$ cat src/include/sd_host_macros.svh
/*
 * SD host data path constants
 * Register map, field bit positions and block timing
 */
`ifndef SD_HOST_MACROS_SVH
`define SD_HOST_MACROS_SVH

// Register byte addresses
`define SD_ADDR_TRANSFER_MODE     8'h0C
`define SD_ADDR_PRESENT_STATE     8'h24
`define SD_ADDR_NORMAL_INT_STATUS 8'h30

// Field bit positions
`define SD_TM_DIR_BIT             4
`define SD_PSR_CMD_INHIBIT_DAT    1
`define SD_PSR_WR_ACTIVE          8
`define SD_PSR_RD_ACTIVE          9
`define SD_NISR_TF_COMPLETE       1

// Block shape and register width
`define SD_BLOCK_WORDS            4
`define SD_CRC_CYCLES             3
`define SD_REG_WIDTH              32

`endif

$ cat src/verilog/sd_host_pkg.sv
/*
 * SD host data path types
 * Data FSM states, register selects and transfer direction
 */
`default_nettype none

package sd_host_pkg;

   ////////////////////////////////////////
   // Data control FSM, one-hot
   ////////////////////////////////////////
   typedef enum logic [4:0] {
      IDLE           = 5'b00001,
      WRITE_START    = 5'b00010,
      READ_START     = 5'b00100,
      READ_TRANSFER  = 5'b01000,
      WRITE_TRANSFER = 5'b10000
   } dat_state_t;

   // Register selected by a host read
   typedef enum logic [2:0] {
      REG_NONE              = 3'd0,
      REG_TRANSFER_MODE     = 3'd1,
      REG_PRESENT_STATE     = 3'd2,
      REG_NORMAL_INT_STATUS = 3'd3
   } reg_sel_t;

   // Transfer Mode direction bit
   typedef enum logic {
      DIR_WRITE = 1'b0,
      DIR_READ  = 1'b1
   } tf_dir_t;

endpackage

`default_nettype wire

$ cat src/verilog/sd_dat_status_if.sv
/*
 * Status update bundle
 * Carries Present State and interrupt status updates from the data FSM
 */
`timescale 1ns/1ps
`default_nettype none

interface sd_dat_status_if;

   // Present State values and per-bit write enables
   // bit 0 cmd inhibit, bit 1 write active, bit 2 read active
   logic       wr_tf_active;
   logic       rd_tf_active;
   logic       cmd_inhibit_dat;
   logic [2:0] psr_wr_enb;

   // Transfer Complete set request
   logic       tf_complete;
   logic       nisr_wr_enb;

   modport ctrl (
      output wr_tf_active, rd_tf_active, cmd_inhibit_dat, psr_wr_enb,
      output tf_complete, nisr_wr_enb
   );

   modport regs (
      input  wr_tf_active, rd_tf_active, cmd_inhibit_dat, psr_wr_enb,
      input  tf_complete, nisr_wr_enb
   );

endinterface

`default_nettype wire

$ cat src/verilog/host_reg_decode.sv
/*
 * Host register decode
 * Maps host accesses onto register selects and holds Transfer Mode
 */
`timescale 1ns/1ps
`default_nettype none
`include "sd_host_macros.svh"

module host_reg_decode
   import sd_host_pkg::*;
(
   input  logic                     host_clk,
   input  logic                     rst_L,
   input  logic                     reg_wr,
   input  logic                     reg_rd,
   input  logic [7:0]               reg_addr,
   input  logic [`SD_REG_WIDTH-1:0] reg_wdata,
   output reg_sel_t                 rd_sel,
   output logic [`SD_REG_WIDTH-1:0] nisr_w1c,
   output logic [`SD_REG_WIDTH-1:0] tf_mode,
   output tf_dir_t                  tf_direction
);

   reg_sel_t addr_sel;

   // Address map lookup
   always_comb begin
      case (reg_addr)
         `SD_ADDR_TRANSFER_MODE:     addr_sel = REG_TRANSFER_MODE;
         `SD_ADDR_PRESENT_STATE:     addr_sel = REG_PRESENT_STATE;
         `SD_ADDR_NORMAL_INT_STATUS: addr_sel = REG_NORMAL_INT_STATUS;
         default:                    addr_sel = REG_NONE;
      endcase
   end

   // Read select held for the data return cycle, Transfer Mode storage
   always_ff @(posedge host_clk) begin
      if (!rst_L) begin
         rd_sel  <= REG_NONE;
         tf_mode <= '0;
      end else begin
         rd_sel <= reg_rd ? addr_sel : REG_NONE;
         if (reg_wr && addr_sel == REG_TRANSFER_MODE) begin
            tf_mode <= reg_wdata;
         end
      end
   end

   // Write-1-to-clear bits toward the interrupt status
   assign nisr_w1c = (reg_wr && addr_sel == REG_NORMAL_INT_STATUS) ? reg_wdata : '0;

   assign tf_direction = tf_dir_t'(tf_mode[`SD_TM_DIR_BIT]);

endmodule

`default_nettype wire

$ cat src/verilog/dat_control.sv
/*
 * Data line transfer control
 * Starts a block after the command response, strobes the buffers
 * and posts Present State and Transfer Complete updates
 */
`timescale 1ns/1ps
`default_nettype none

module dat_control
   import sd_host_pkg::*;
(
   input  logic            host_clk,
   input  logic            rst_L,
   input  tf_dir_t         tf_direction,
   input  logic            resp_recv,
   input  logic            tx_buf_empty,
   input  logic            rx_buf_full,
   input  logic            tf_finished,
   input  logic            dat_phys_busy,
   output logic            dat_wr_flag,
   output logic            dat_rd_flag,
   sd_dat_status_if.ctrl   stat
);

   dat_state_t state;
   dat_state_t nxt_state;
   logic       wr_valid;
   logic       rd_valid;

   // Buffer holds a word and the line is free
   assign wr_valid = !tx_buf_empty && !dat_phys_busy;
   assign rd_valid = !rx_buf_full && !dat_phys_busy;

   always_ff @(posedge host_clk) begin
      if (!rst_L) begin
         state <= IDLE;
      end else begin
         state <= nxt_state;
      end
   end

   ////////////////////////////////////////
   // Next state and Mealy outputs
   ////////////////////////////////////////
   always_comb begin
      nxt_state            = state;
      dat_wr_flag          = 1'b0;
      dat_rd_flag          = 1'b0;
      stat.wr_tf_active    = 1'b0;
      stat.rd_tf_active    = 1'b0;
      stat.cmd_inhibit_dat = 1'b0;
      stat.psr_wr_enb      = 3'b000;
      stat.tf_complete     = 1'b0;
      stat.nisr_wr_enb     = 1'b0;

      case (state)
         IDLE: begin
            if (resp_recv) begin
               nxt_state = (tf_direction == DIR_READ) ? READ_START : WRITE_START;
            end
         end

         WRITE_START: begin
            // First pop together with the active and inhibit bits
            if (wr_valid) begin
               nxt_state            = WRITE_TRANSFER;
               dat_wr_flag          = 1'b1;
               stat.wr_tf_active    = 1'b1;
               stat.cmd_inhibit_dat = 1'b1;
               stat.psr_wr_enb      = 3'b011;
            end
         end

         READ_START: begin
            if (rd_valid) begin
               nxt_state            = READ_TRANSFER;
               dat_rd_flag          = 1'b1;
               stat.rd_tf_active    = 1'b1;
               stat.cmd_inhibit_dat = 1'b1;
               stat.psr_wr_enb      = 3'b101;
            end
         end

         READ_TRANSFER: begin
            if (!tf_finished) begin
               // Push only while there is room and the block is still open
               dat_rd_flag = rd_valid;
            end else begin
               // Drop read active and inhibit, flag completion
               stat.psr_wr_enb  = 3'b101;
               stat.tf_complete = 1'b1;
               stat.nisr_wr_enb = 1'b1;
               nxt_state        = IDLE;
            end
         end

         WRITE_TRANSFER: begin
            if (!tf_finished) begin
               dat_wr_flag = wr_valid;
            end else begin
               stat.psr_wr_enb  = 3'b011;
               stat.tf_complete = 1'b1;
               stat.nisr_wr_enb = 1'b1;
               nxt_state        = IDLE;
            end
         end

         default: begin
            nxt_state = IDLE;
         end
      endcase
   end

endmodule

`default_nettype wire

$ cat src/verilog/dat_phys_engine.sv
/*
 * Data line engine
 * Counts the words of a block, stays busy for the CRC phase
 * and pulses tf_finished when the block is done
 */
`timescale 1ns/1ps
`default_nettype none
`include "sd_host_macros.svh"

module dat_phys_engine (
   input  logic host_clk,
   input  logic rst_L,
   input  logic dat_wr_flag,
   input  logic dat_rd_flag,
   output logic dat_phys_busy,
   output logic tf_finished
);

   localparam int WORD_CW = $clog2(`SD_BLOCK_WORDS + 1);
   localparam int CRC_CW  = $clog2(`SD_CRC_CYCLES + 1);

   localparam logic [WORD_CW-1:0] LAST_WORD = WORD_CW'(`SD_BLOCK_WORDS - 1);
   localparam logic [CRC_CW-1:0]  LAST_CRC  = CRC_CW'(`SD_CRC_CYCLES - 1);

   logic [WORD_CW-1:0] word_cnt;
   logic [CRC_CW-1:0]  crc_cnt;
   logic               word_strobe;

   // Either buffer strobe moves one word on the line
   assign word_strobe = dat_wr_flag | dat_rd_flag;

   ////////////////////////////////////////
   // Word and CRC counters
   ////////////////////////////////////////
   always_ff @(posedge host_clk) begin
      if (!rst_L) begin
         word_cnt      <= '0;
         crc_cnt       <= '0;
         dat_phys_busy <= 1'b0;
         tf_finished   <= 1'b0;
      end else begin
         tf_finished <= 1'b0;
         if (!dat_phys_busy) begin
            if (word_strobe) begin
               if (word_cnt == LAST_WORD) begin
                  // Last word, line goes busy for CRC
                  word_cnt      <= '0;
                  crc_cnt       <= '0;
                  dat_phys_busy <= 1'b1;
               end else begin
                  word_cnt <= word_cnt + 1'b1;
               end
            end
         end else begin
            if (crc_cnt == LAST_CRC) begin
               // CRC phase over, one cycle finish pulse
               crc_cnt       <= '0;
               dat_phys_busy <= 1'b0;
               tf_finished   <= 1'b1;
            end else begin
               crc_cnt <= crc_cnt + 1'b1;
            end
         end
      end
   end

endmodule

`default_nettype wire

$ cat src/verilog/host_status_regs.sv
/*
 * Host status registers
 * Present State and Normal Interrupt Status bits plus read data return
 */
`timescale 1ns/1ps
`default_nettype none
`include "sd_host_macros.svh"

module host_status_regs
   import sd_host_pkg::*;
(
   input  logic                     host_clk,
   input  logic                     rst_L,
   sd_dat_status_if.regs            stat,
   input  reg_sel_t                 rd_sel,
   input  logic [`SD_REG_WIDTH-1:0] nisr_w1c,
   input  logic [`SD_REG_WIDTH-1:0] tf_mode,
   output logic [`SD_REG_WIDTH-1:0] reg_rdata
);

   logic                     cmd_inhibit_dat;
   logic                     wr_active;
   logic                     rd_active;
   logic                     tf_complete;
   logic [`SD_REG_WIDTH-1:0] present_state;
   logic [`SD_REG_WIDTH-1:0] normal_int_status;

   ////////////////////////////////////////
   // Present State bits
   ////////////////////////////////////////
   always_ff @(posedge host_clk) begin
      if (!rst_L) begin
         cmd_inhibit_dat <= 1'b0;
         wr_active       <= 1'b0;
         rd_active       <= 1'b0;
      end else begin
         if (stat.psr_wr_enb[0]) begin
            cmd_inhibit_dat <= stat.cmd_inhibit_dat;
         end
         if (stat.psr_wr_enb[1]) begin
            wr_active <= stat.wr_tf_active;
         end
         if (stat.psr_wr_enb[2]) begin
            rd_active <= stat.rd_tf_active;
         end
      end
   end

   // Transfer Complete, a new set beats a host clear
   always_ff @(posedge host_clk) begin
      if (!rst_L) begin
         tf_complete <= 1'b0;
      end else if (stat.nisr_wr_enb && stat.tf_complete) begin
         tf_complete <= 1'b1;
      end else if (nisr_w1c[`SD_NISR_TF_COMPLETE]) begin
         tf_complete <= 1'b0;
      end
   end

   always_comb begin
      present_state                          = '0;
      present_state[`SD_PSR_CMD_INHIBIT_DAT] = cmd_inhibit_dat;
      present_state[`SD_PSR_WR_ACTIVE]       = wr_active;
      present_state[`SD_PSR_RD_ACTIVE]       = rd_active;
      normal_int_status                      = '0;
      normal_int_status[`SD_NISR_TF_COMPLETE] = tf_complete;
   end

   // Read data follows the select registered in the decode
   always_comb begin
      case (rd_sel)
         REG_TRANSFER_MODE:     reg_rdata = tf_mode;
         REG_PRESENT_STATE:     reg_rdata = present_state;
         REG_NORMAL_INT_STATUS: reg_rdata = normal_int_status;
         default:               reg_rdata = '0;
      endcase
   end

endmodule

`default_nettype wire

$ cat src/verilog/sd_dat_top.sv
/*
 * SD host data transfer control, top level
 * Register decode, data FSM, line engine and status registers
 */
`timescale 1ns/1ps
`default_nettype none
`include "sd_host_macros.svh"

module sd_dat_top
   import sd_host_pkg::*;
(
   input  logic                     host_clk,
   input  logic                     rst_L,
   input  logic                     reg_wr,
   input  logic                     reg_rd,
   input  logic [7:0]               reg_addr,
   input  logic [`SD_REG_WIDTH-1:0] reg_wdata,
   output logic [`SD_REG_WIDTH-1:0] reg_rdata,
   input  logic                     resp_recv,
   input  logic                     tx_buf_empty,
   input  logic                     rx_buf_full,
   output logic                     dat_wr_flag,
   output logic                     dat_rd_flag
);

   reg_sel_t                 rd_sel;
   tf_dir_t                  tf_direction;
   logic [`SD_REG_WIDTH-1:0] nisr_w1c;
   logic [`SD_REG_WIDTH-1:0] tf_mode;
   logic                     dat_phys_busy;
   logic                     tf_finished;

   sd_dat_status_if stat_if ();

   host_reg_decode u_decode (
      .host_clk, .rst_L, .reg_wr, .reg_rd, .reg_addr, .reg_wdata,
      .rd_sel, .nisr_w1c, .tf_mode, .tf_direction
   );

   dat_control u_dat_control (
      .host_clk, .rst_L, .tf_direction, .resp_recv, .tx_buf_empty, .rx_buf_full,
      .tf_finished, .dat_phys_busy, .dat_wr_flag, .dat_rd_flag, .stat(stat_if.ctrl)
   );

   dat_phys_engine u_phys (
      .host_clk, .rst_L, .dat_wr_flag, .dat_rd_flag, .dat_phys_busy, .tf_finished
   );

   host_status_regs u_status (
      .host_clk, .rst_L, .stat(stat_if.regs), .rd_sel, .nisr_w1c, .tf_mode, .reg_rdata
   );

endmodule

`default_nettype wire

$ cat config.mk
export PLATFORM = sky130hd
export DESIGN_NAME = sd_dat_top
export DESIGN_NICKNAME = d
export VERILOG_FILES = /design/src/verilog/sd_host_pkg.sv /design/src/verilog/sd_dat_status_if.sv /design/src/verilog/host_reg_decode.sv /design/src/verilog/dat_control.sv /design/src/verilog/dat_phys_engine.sv /design/src/verilog/host_status_regs.sv /design/src/verilog/sd_dat_top.sv
export VERILOG_INCLUDE_DIRS = /design/src /design/src/include
export SDC_FILE = /design/constraint.sdc
export NUM_CORES = 1
export LEC_CHECK = 0
export ABC_CLOCK_PERIOD_IN_PS = 2100
export BUFFER_PORTS_ARGS = -buffer_cell sky130_fd_sc_hd__buf_4
export CAP_MARGIN = 5
export CORE_UTILIZATION = 30
export DETAILED_ROUTE_END_ITERATION = 10
export PLACE_DENSITY = 0.56
export SKIP_CTS_REPAIR_TIMING = 1
export SLEW_MARGIN = 10
export SYNTH_ARGS = -nofsm -noshare
export SYNTH_HDL_FRONTEND = slang
export SYNTH_HIERARCHICAL = 1
export SYNTH_SLANG_ARGS = --single-unit
export TNS_END_PERCENT = 30
$ cat constraint.sdc
create_clock -name host_clk -period 2.1 [get_ports host_clk]
set_clock_uncertainty 0.1 [all_clocks]
set_input_delay 0.315 -clock host_clk [delete_from_list [all_inputs] [get_ports host_clk]]
set_output_delay 0.315 -clock host_clk [all_outputs]
set_load 0.02 [all_outputs]
==> results of run 1 <==
per-stage QoR:
step	setup WS (ps)	util	power (mW)	instance area [sq um]	hold WS, ps
2_1_floorplan	405	-	1.12	2700	312
3_3_place_gp	374	0.378	1.21	3300	319
3_5_place_dp	344	0.378	1.21	3300	325
4_1_cts	69.4	0.389	1.80	3390	149
5_1_grt	13.4	0.389	1.87	3390	155
6_report	161	0.389	1.77	3390	165
cell usage in the layout (no fill, tap or decap), types with 3 or more instances in the layout:
cell / n
nor2_1: 11
clkbuf_8: 6
and2_1: 13
nor2_2: 3
o21ai_0: 4
o22ai_1: 3
nand3_1: 3
and2_2: 18
mux2i_1: 37
nor2b_1: 5
dfxtp_1: 49
o21ai_1: 3
nand3b_1: 8
inv_1: 5
buf_4: 81
nand2_1: 78
nor3_1: 4
a21oi_1: 4
metal layers:
layer | global-route usage | vias up | wire [microns]
met4 | 0.0379 | 0 | 102
met3 | 0.0383 | 11 | 306
met2 | 0.203 | 57 | 2520
met1 | 0.156 | 1004 | 2760
li1 | - | 1154 | -
met5 | 0 | - | 0
worst min-delay path: stages:
cell	delay [ps]
buf_4	110
nand2_1	40
mux2i_1	50
final cells by class:
class | count | area share
multi-input cells | 230 | 0.441
clock inverters | 1 | 0.00148
flip-flops and latches | 50 | 0.295
repair buffers | 83 | 0.191
inverters | 5 | 0.00553
well taps | 108 | 0.0398
clock buffers | 7 | 0.0255
power by group through the flow:
| stage | clock [mW] | sequential, mW | combinational [mW] |
|---|---|---|---|
| 2_1_floorplan | 0 | 0.984 | 0.137 |
| 3_3_place_gp | 0 | 1.00 | 0.209 |
| 3_5_place_dp | 0 | 1.00 | 0.210 |
| 4_1_cts | 0.608 | 0.979 | 0.211 |
| 5_1_grt | 0.647 | 0.983 | 0.235 |
| 6_report | 0.575 | 0.979 | 0.211 |
how the worst min path moves through the flow:
| stage | start | to | slack, ps | cells after the start |
|---|---|---|---|---|
| after floorplan | u_phys/word_cnt[2]$_SDFFE_PN0P_ | u_phys/word_cnt[2]$_SDFFE_PN0P_ | 310 | 2 |
| after global placement | u_phys/word_cnt[2]$_SDFFE_PN0P_ | u_phys/word_cnt[2]$_SDFFE_PN0P_ | 320 | 2 |
| after detailed placement | u_phys/word_cnt[2]$_SDFFE_PN0P_ | u_phys/word_cnt[2]$_SDFFE_PN0P_ | 330 | 2 |
| after CTS | reg_wdata[17] | u_decode/tf_mode[17]$_SDFFE_PN0P_ | 150 | 3 |
| after global routing | reg_wdata[9] | u_decode/tf_mode[9]$_SDFFE_PN0P_ | 160 | 3 |
| final | reg_wdata[17] | u_decode/tf_mode[17]$_SDFFE_PN0P_ | 160 | 3 |
registers in the layout, indices dropped and copies added, names as in the netlist:
name / cells
u_dat_control/state: 5
u_status/tf_complete: 1
u_status/wr_active: 1
u_phys/word_cnt: 3
u_phys/crc_cnt: 2
u_phys/tf_finished: 1
u_decode/tf_mode: 32
u_status/cmd_inhibit_dat: 1
u_decode/rd_sel: 2
u_phys/dat_phys_busy: 1
u_status/rd_active: 1
==> results.ini, run 1 <==
[placed_design]
place_congestion=0.860
dp_hpwl_mm=4.00
dp_cells=476
port-buffer-count=80

[detailed_routing]
dr.pass1.iters=5
viasPerCell=4.60
drtIter0Drc=61
vias=2226
antenna_left=0
drc_errors=0
wire_per_inst_microns=11.8
routed_wirelength_mm=5.70

[global_routing]
grt_max_degree=45
antenna_found_initial=0
grtUsageTotal=0.124
grt_overflow=0
grt_pass1_vias=2183
grt_pass1_wl_mm=9.84

[setup_path]
crit_path_end=reg_rdata[23]
worst_r2r_endpoint=u_status/cmd_inhibit_dat$_SDFFE_PN0P_
end_kind=output pin
path_class=flop to output pin
reg2reg_depth=6
critical_path_cell_count=4
arrival_ps=1520
crit_path_start=u_decode/rd_sel[0]$_SDFF_PN0_
crit_family=buffers and inverters
slowest_delay_ps=410
crit_required_ps=1680
crit_path_max_fanout=29
reg2reg_from=u_dat_control/state[4]$_SDFFE_PN0P_
cp_cell_sequence=nor3b_2, buf_4, and2_2, buf_4
crit_buf_inv=2
crit_top_cell=buf_4
cp-start-kind=flop
critical_path.slowest_cell=dfxtp_1
reg2reg_slack_ps=350

[clocking]
cts_buffers=5
cts_tree=built
cts_root_buffer=clkbuf_8
clkTransAtPathRegs_ps=90
clockBufferDepth=2
numClockSinks=50
clk_latency_ps=300
h-tree-depth=2

[die]
die-area_sq_um=9380
core_area_sq_um=8720
die_y_microns=96.8
row_count=34
dieWidth_microns=96.8
ios=81
start_util=0.309

[power_and_ir_drop]
p_seq_frac=0.555
comb_power_share=0.120
p_leak_nw=1.37
clockPowerShare=0.326
swShare=0.241
peakVddDrop_uv=209
netSwitchingPower_mw=0.426
internal_power_mw=1.34
power_density_nw_per_um2=521

[sta]
fmax_mhz=516
slew_viol_final=0
period_needed_ps=1940
period_share=0.923
fin_setup_tns_ps=0
hold_viol_final=0
rsz0062_at_grt=false
setup_viol=0

[synth]
syn_area_sq_um=2700
synthCells=308
yosys_warnings=6
synth_area_per_cell_sq_um=8.76
syn_nets=356

[run]
max_cap_violations=0

[status]
outcome=finished clean

[final_layout]
n_antenna_cell=0
nets=423
multi_input_area_sq_um=1500
fin_cells=484
area_delta_synth_final_pct=25.7
drive_above_1_share=0.327
seq_area_sq_um=1000
fill_cells=878

[min_path]
hp-class=primary input to flop

Power figures use the tool's default switching activity.
==> run 2: changes to the inputs <==
- CORE_UTILIZATION: 30 -> 50
- PLACE_DENSITY: 0.56 -> 0.82
==> results.ini, run 2 (synthesized netlist as in run 1, its figures left out) <==
[placed_design]
place_congestion=0.886
dp_cells=439
dp_slack_ps=254
dp_hpwl_mm=4.02
port-buffer-count=80

[die]
dieWidth_microns=75.5
start_util=0.525
ios=81
row_count=26
die-area_sq_um=5690
core_area_sq_um=5140
die_y_microns=75.5

[status]
outcome=finished clean

[detailed_routing]
viasPerCell=4.99
dr.pass1.iters=4
drtIter0Drc=106
drc_errors=0
antenna_left=0
routed_wirelength_mm=5.44
wire_per_inst_microns=12.2
vias=2230

[clocking]
cts_buffers=5
h-tree-depth=2
cts_tree=built
cts_root_buffer=clkbuf_8
clkTransAtPathRegs_ps=100
clockBufferDepth=2
numClockSinks=50
clk_latency_ps=300

[setup_path]
crit_path_start=u_dat_control/state[3]$_SDFFE_PN0P_
arrival_ps=1520
crit_path_max_fanout=9
end_kind=output pin
reg2reg_from=u_dat_control/state[4]$_SDFFE_PN0P_
crit_required_ps=1680
cp-start-kind=flop
path_class=flop to output pin

[final_layout]
layout_commonest_cell=buf_4
n_antenna_cell=0
area_delta_synth_final_pct=25.5
top_regs=u_decode/tf_mode: 32 flops, u_dat_control/state: 5 flops, u_phys/word_cnt: 3 flops
nets=424
layout_common_cells=buf_4, nand2_1, dfxtp_1
drive_above_1_share=0.332
fin_cells=447
largest_reg_flops=32
utilization=0.659
regMostFlops=u_decode/tf_mode
fill_cells=457

[power_and_ir_drop]
peakVddDrop_uv=387
power_density_nw_per_um2=552
p_leak_nw=1.39

[sta]
final.setup.worst_slack_ps=169
slew_viol_final=0
hold_viol_final=0
setup_viol=0
fin_setup_tns_ps=0
period_needed_ps=1930
period_share=0.920
fmax_mhz=518
rsz0062_at_grt=false

[min_path]
hp-class=primary input to flop
holdCritStartpoint=reg_wdata[23]

[global_routing]
grtUsageTotal=0.203
grt_max_degree=51
antenna_found_initial=0
grt_pass1_wl_mm=8.82
grt_pass1_vias=2033
grt_overflow=0

[run]
max_cap_violations=0

-- run 2: report_power, final --
group | total, mW | switching, mW | internal, mW
clock network | 0.678 | 0.321 | 0.357
logic | 0.211 | 0.0958 | 0.115
registers | 0.979 | 0.0211 | 0.958
-- run 2: stage by stage --
step	hold slack (ps)	power, mW	instance area, sq um
final	155	1.87	3390
after CTS	143	1.89	3380
after global placement	320	1.21	3270
after detailed placement	328	1.21	3270
after global routing	147	1.96	3390
after floorplan	312	1.12	2700
-- run 2: worst max-delay path, cell delays in order, from the launching register on --
cell     delay (ps)
dfxtp_2         430
or2b_1          240
mux2i_1         130
and3_1          250
buf_4           170
-- run 2: worst paths after layout --
check / to / slack (ps) / depth (start not counted)
worst min register to register: u_phys/word_cnt[2]$_SDFFE_PN0P_ / 340 / 2
worst max-delay path: dat_rd_flag / 170 / 4
worst max register to register: u_status/rd_active$_SDFFE_PN0P_ / 330 / 6
worst min-delay path: u_decode/tf_mode[23]$_SDFFE_PN0P_ / 160 / 3
-- run 2: area by class of cell --
class	count	area, sq um	area share
Multi-Input combinational cell	230	1500	0.442
Sequential cell	50	1000	0.296
Timing Repair Buffer	84	668	0.197
Tap cell	70	87.6	0.0259
Clock buffer	5	68.8	0.0203
Clock inverter	3	43.8	0.0129
Inverter	5	18.8	0.00554
-- run 2: metal layers --
layer / track usage / up-vias / wire length (microns)
li1: - / 1154 / -
met1: 0.235 / 1002 / 2380
met2: 0.358 / 64 / 2620
met3: 0.0648 / 10 / 339
met4: 0.0638 / 0 / 102
met5: 0 / - / 0
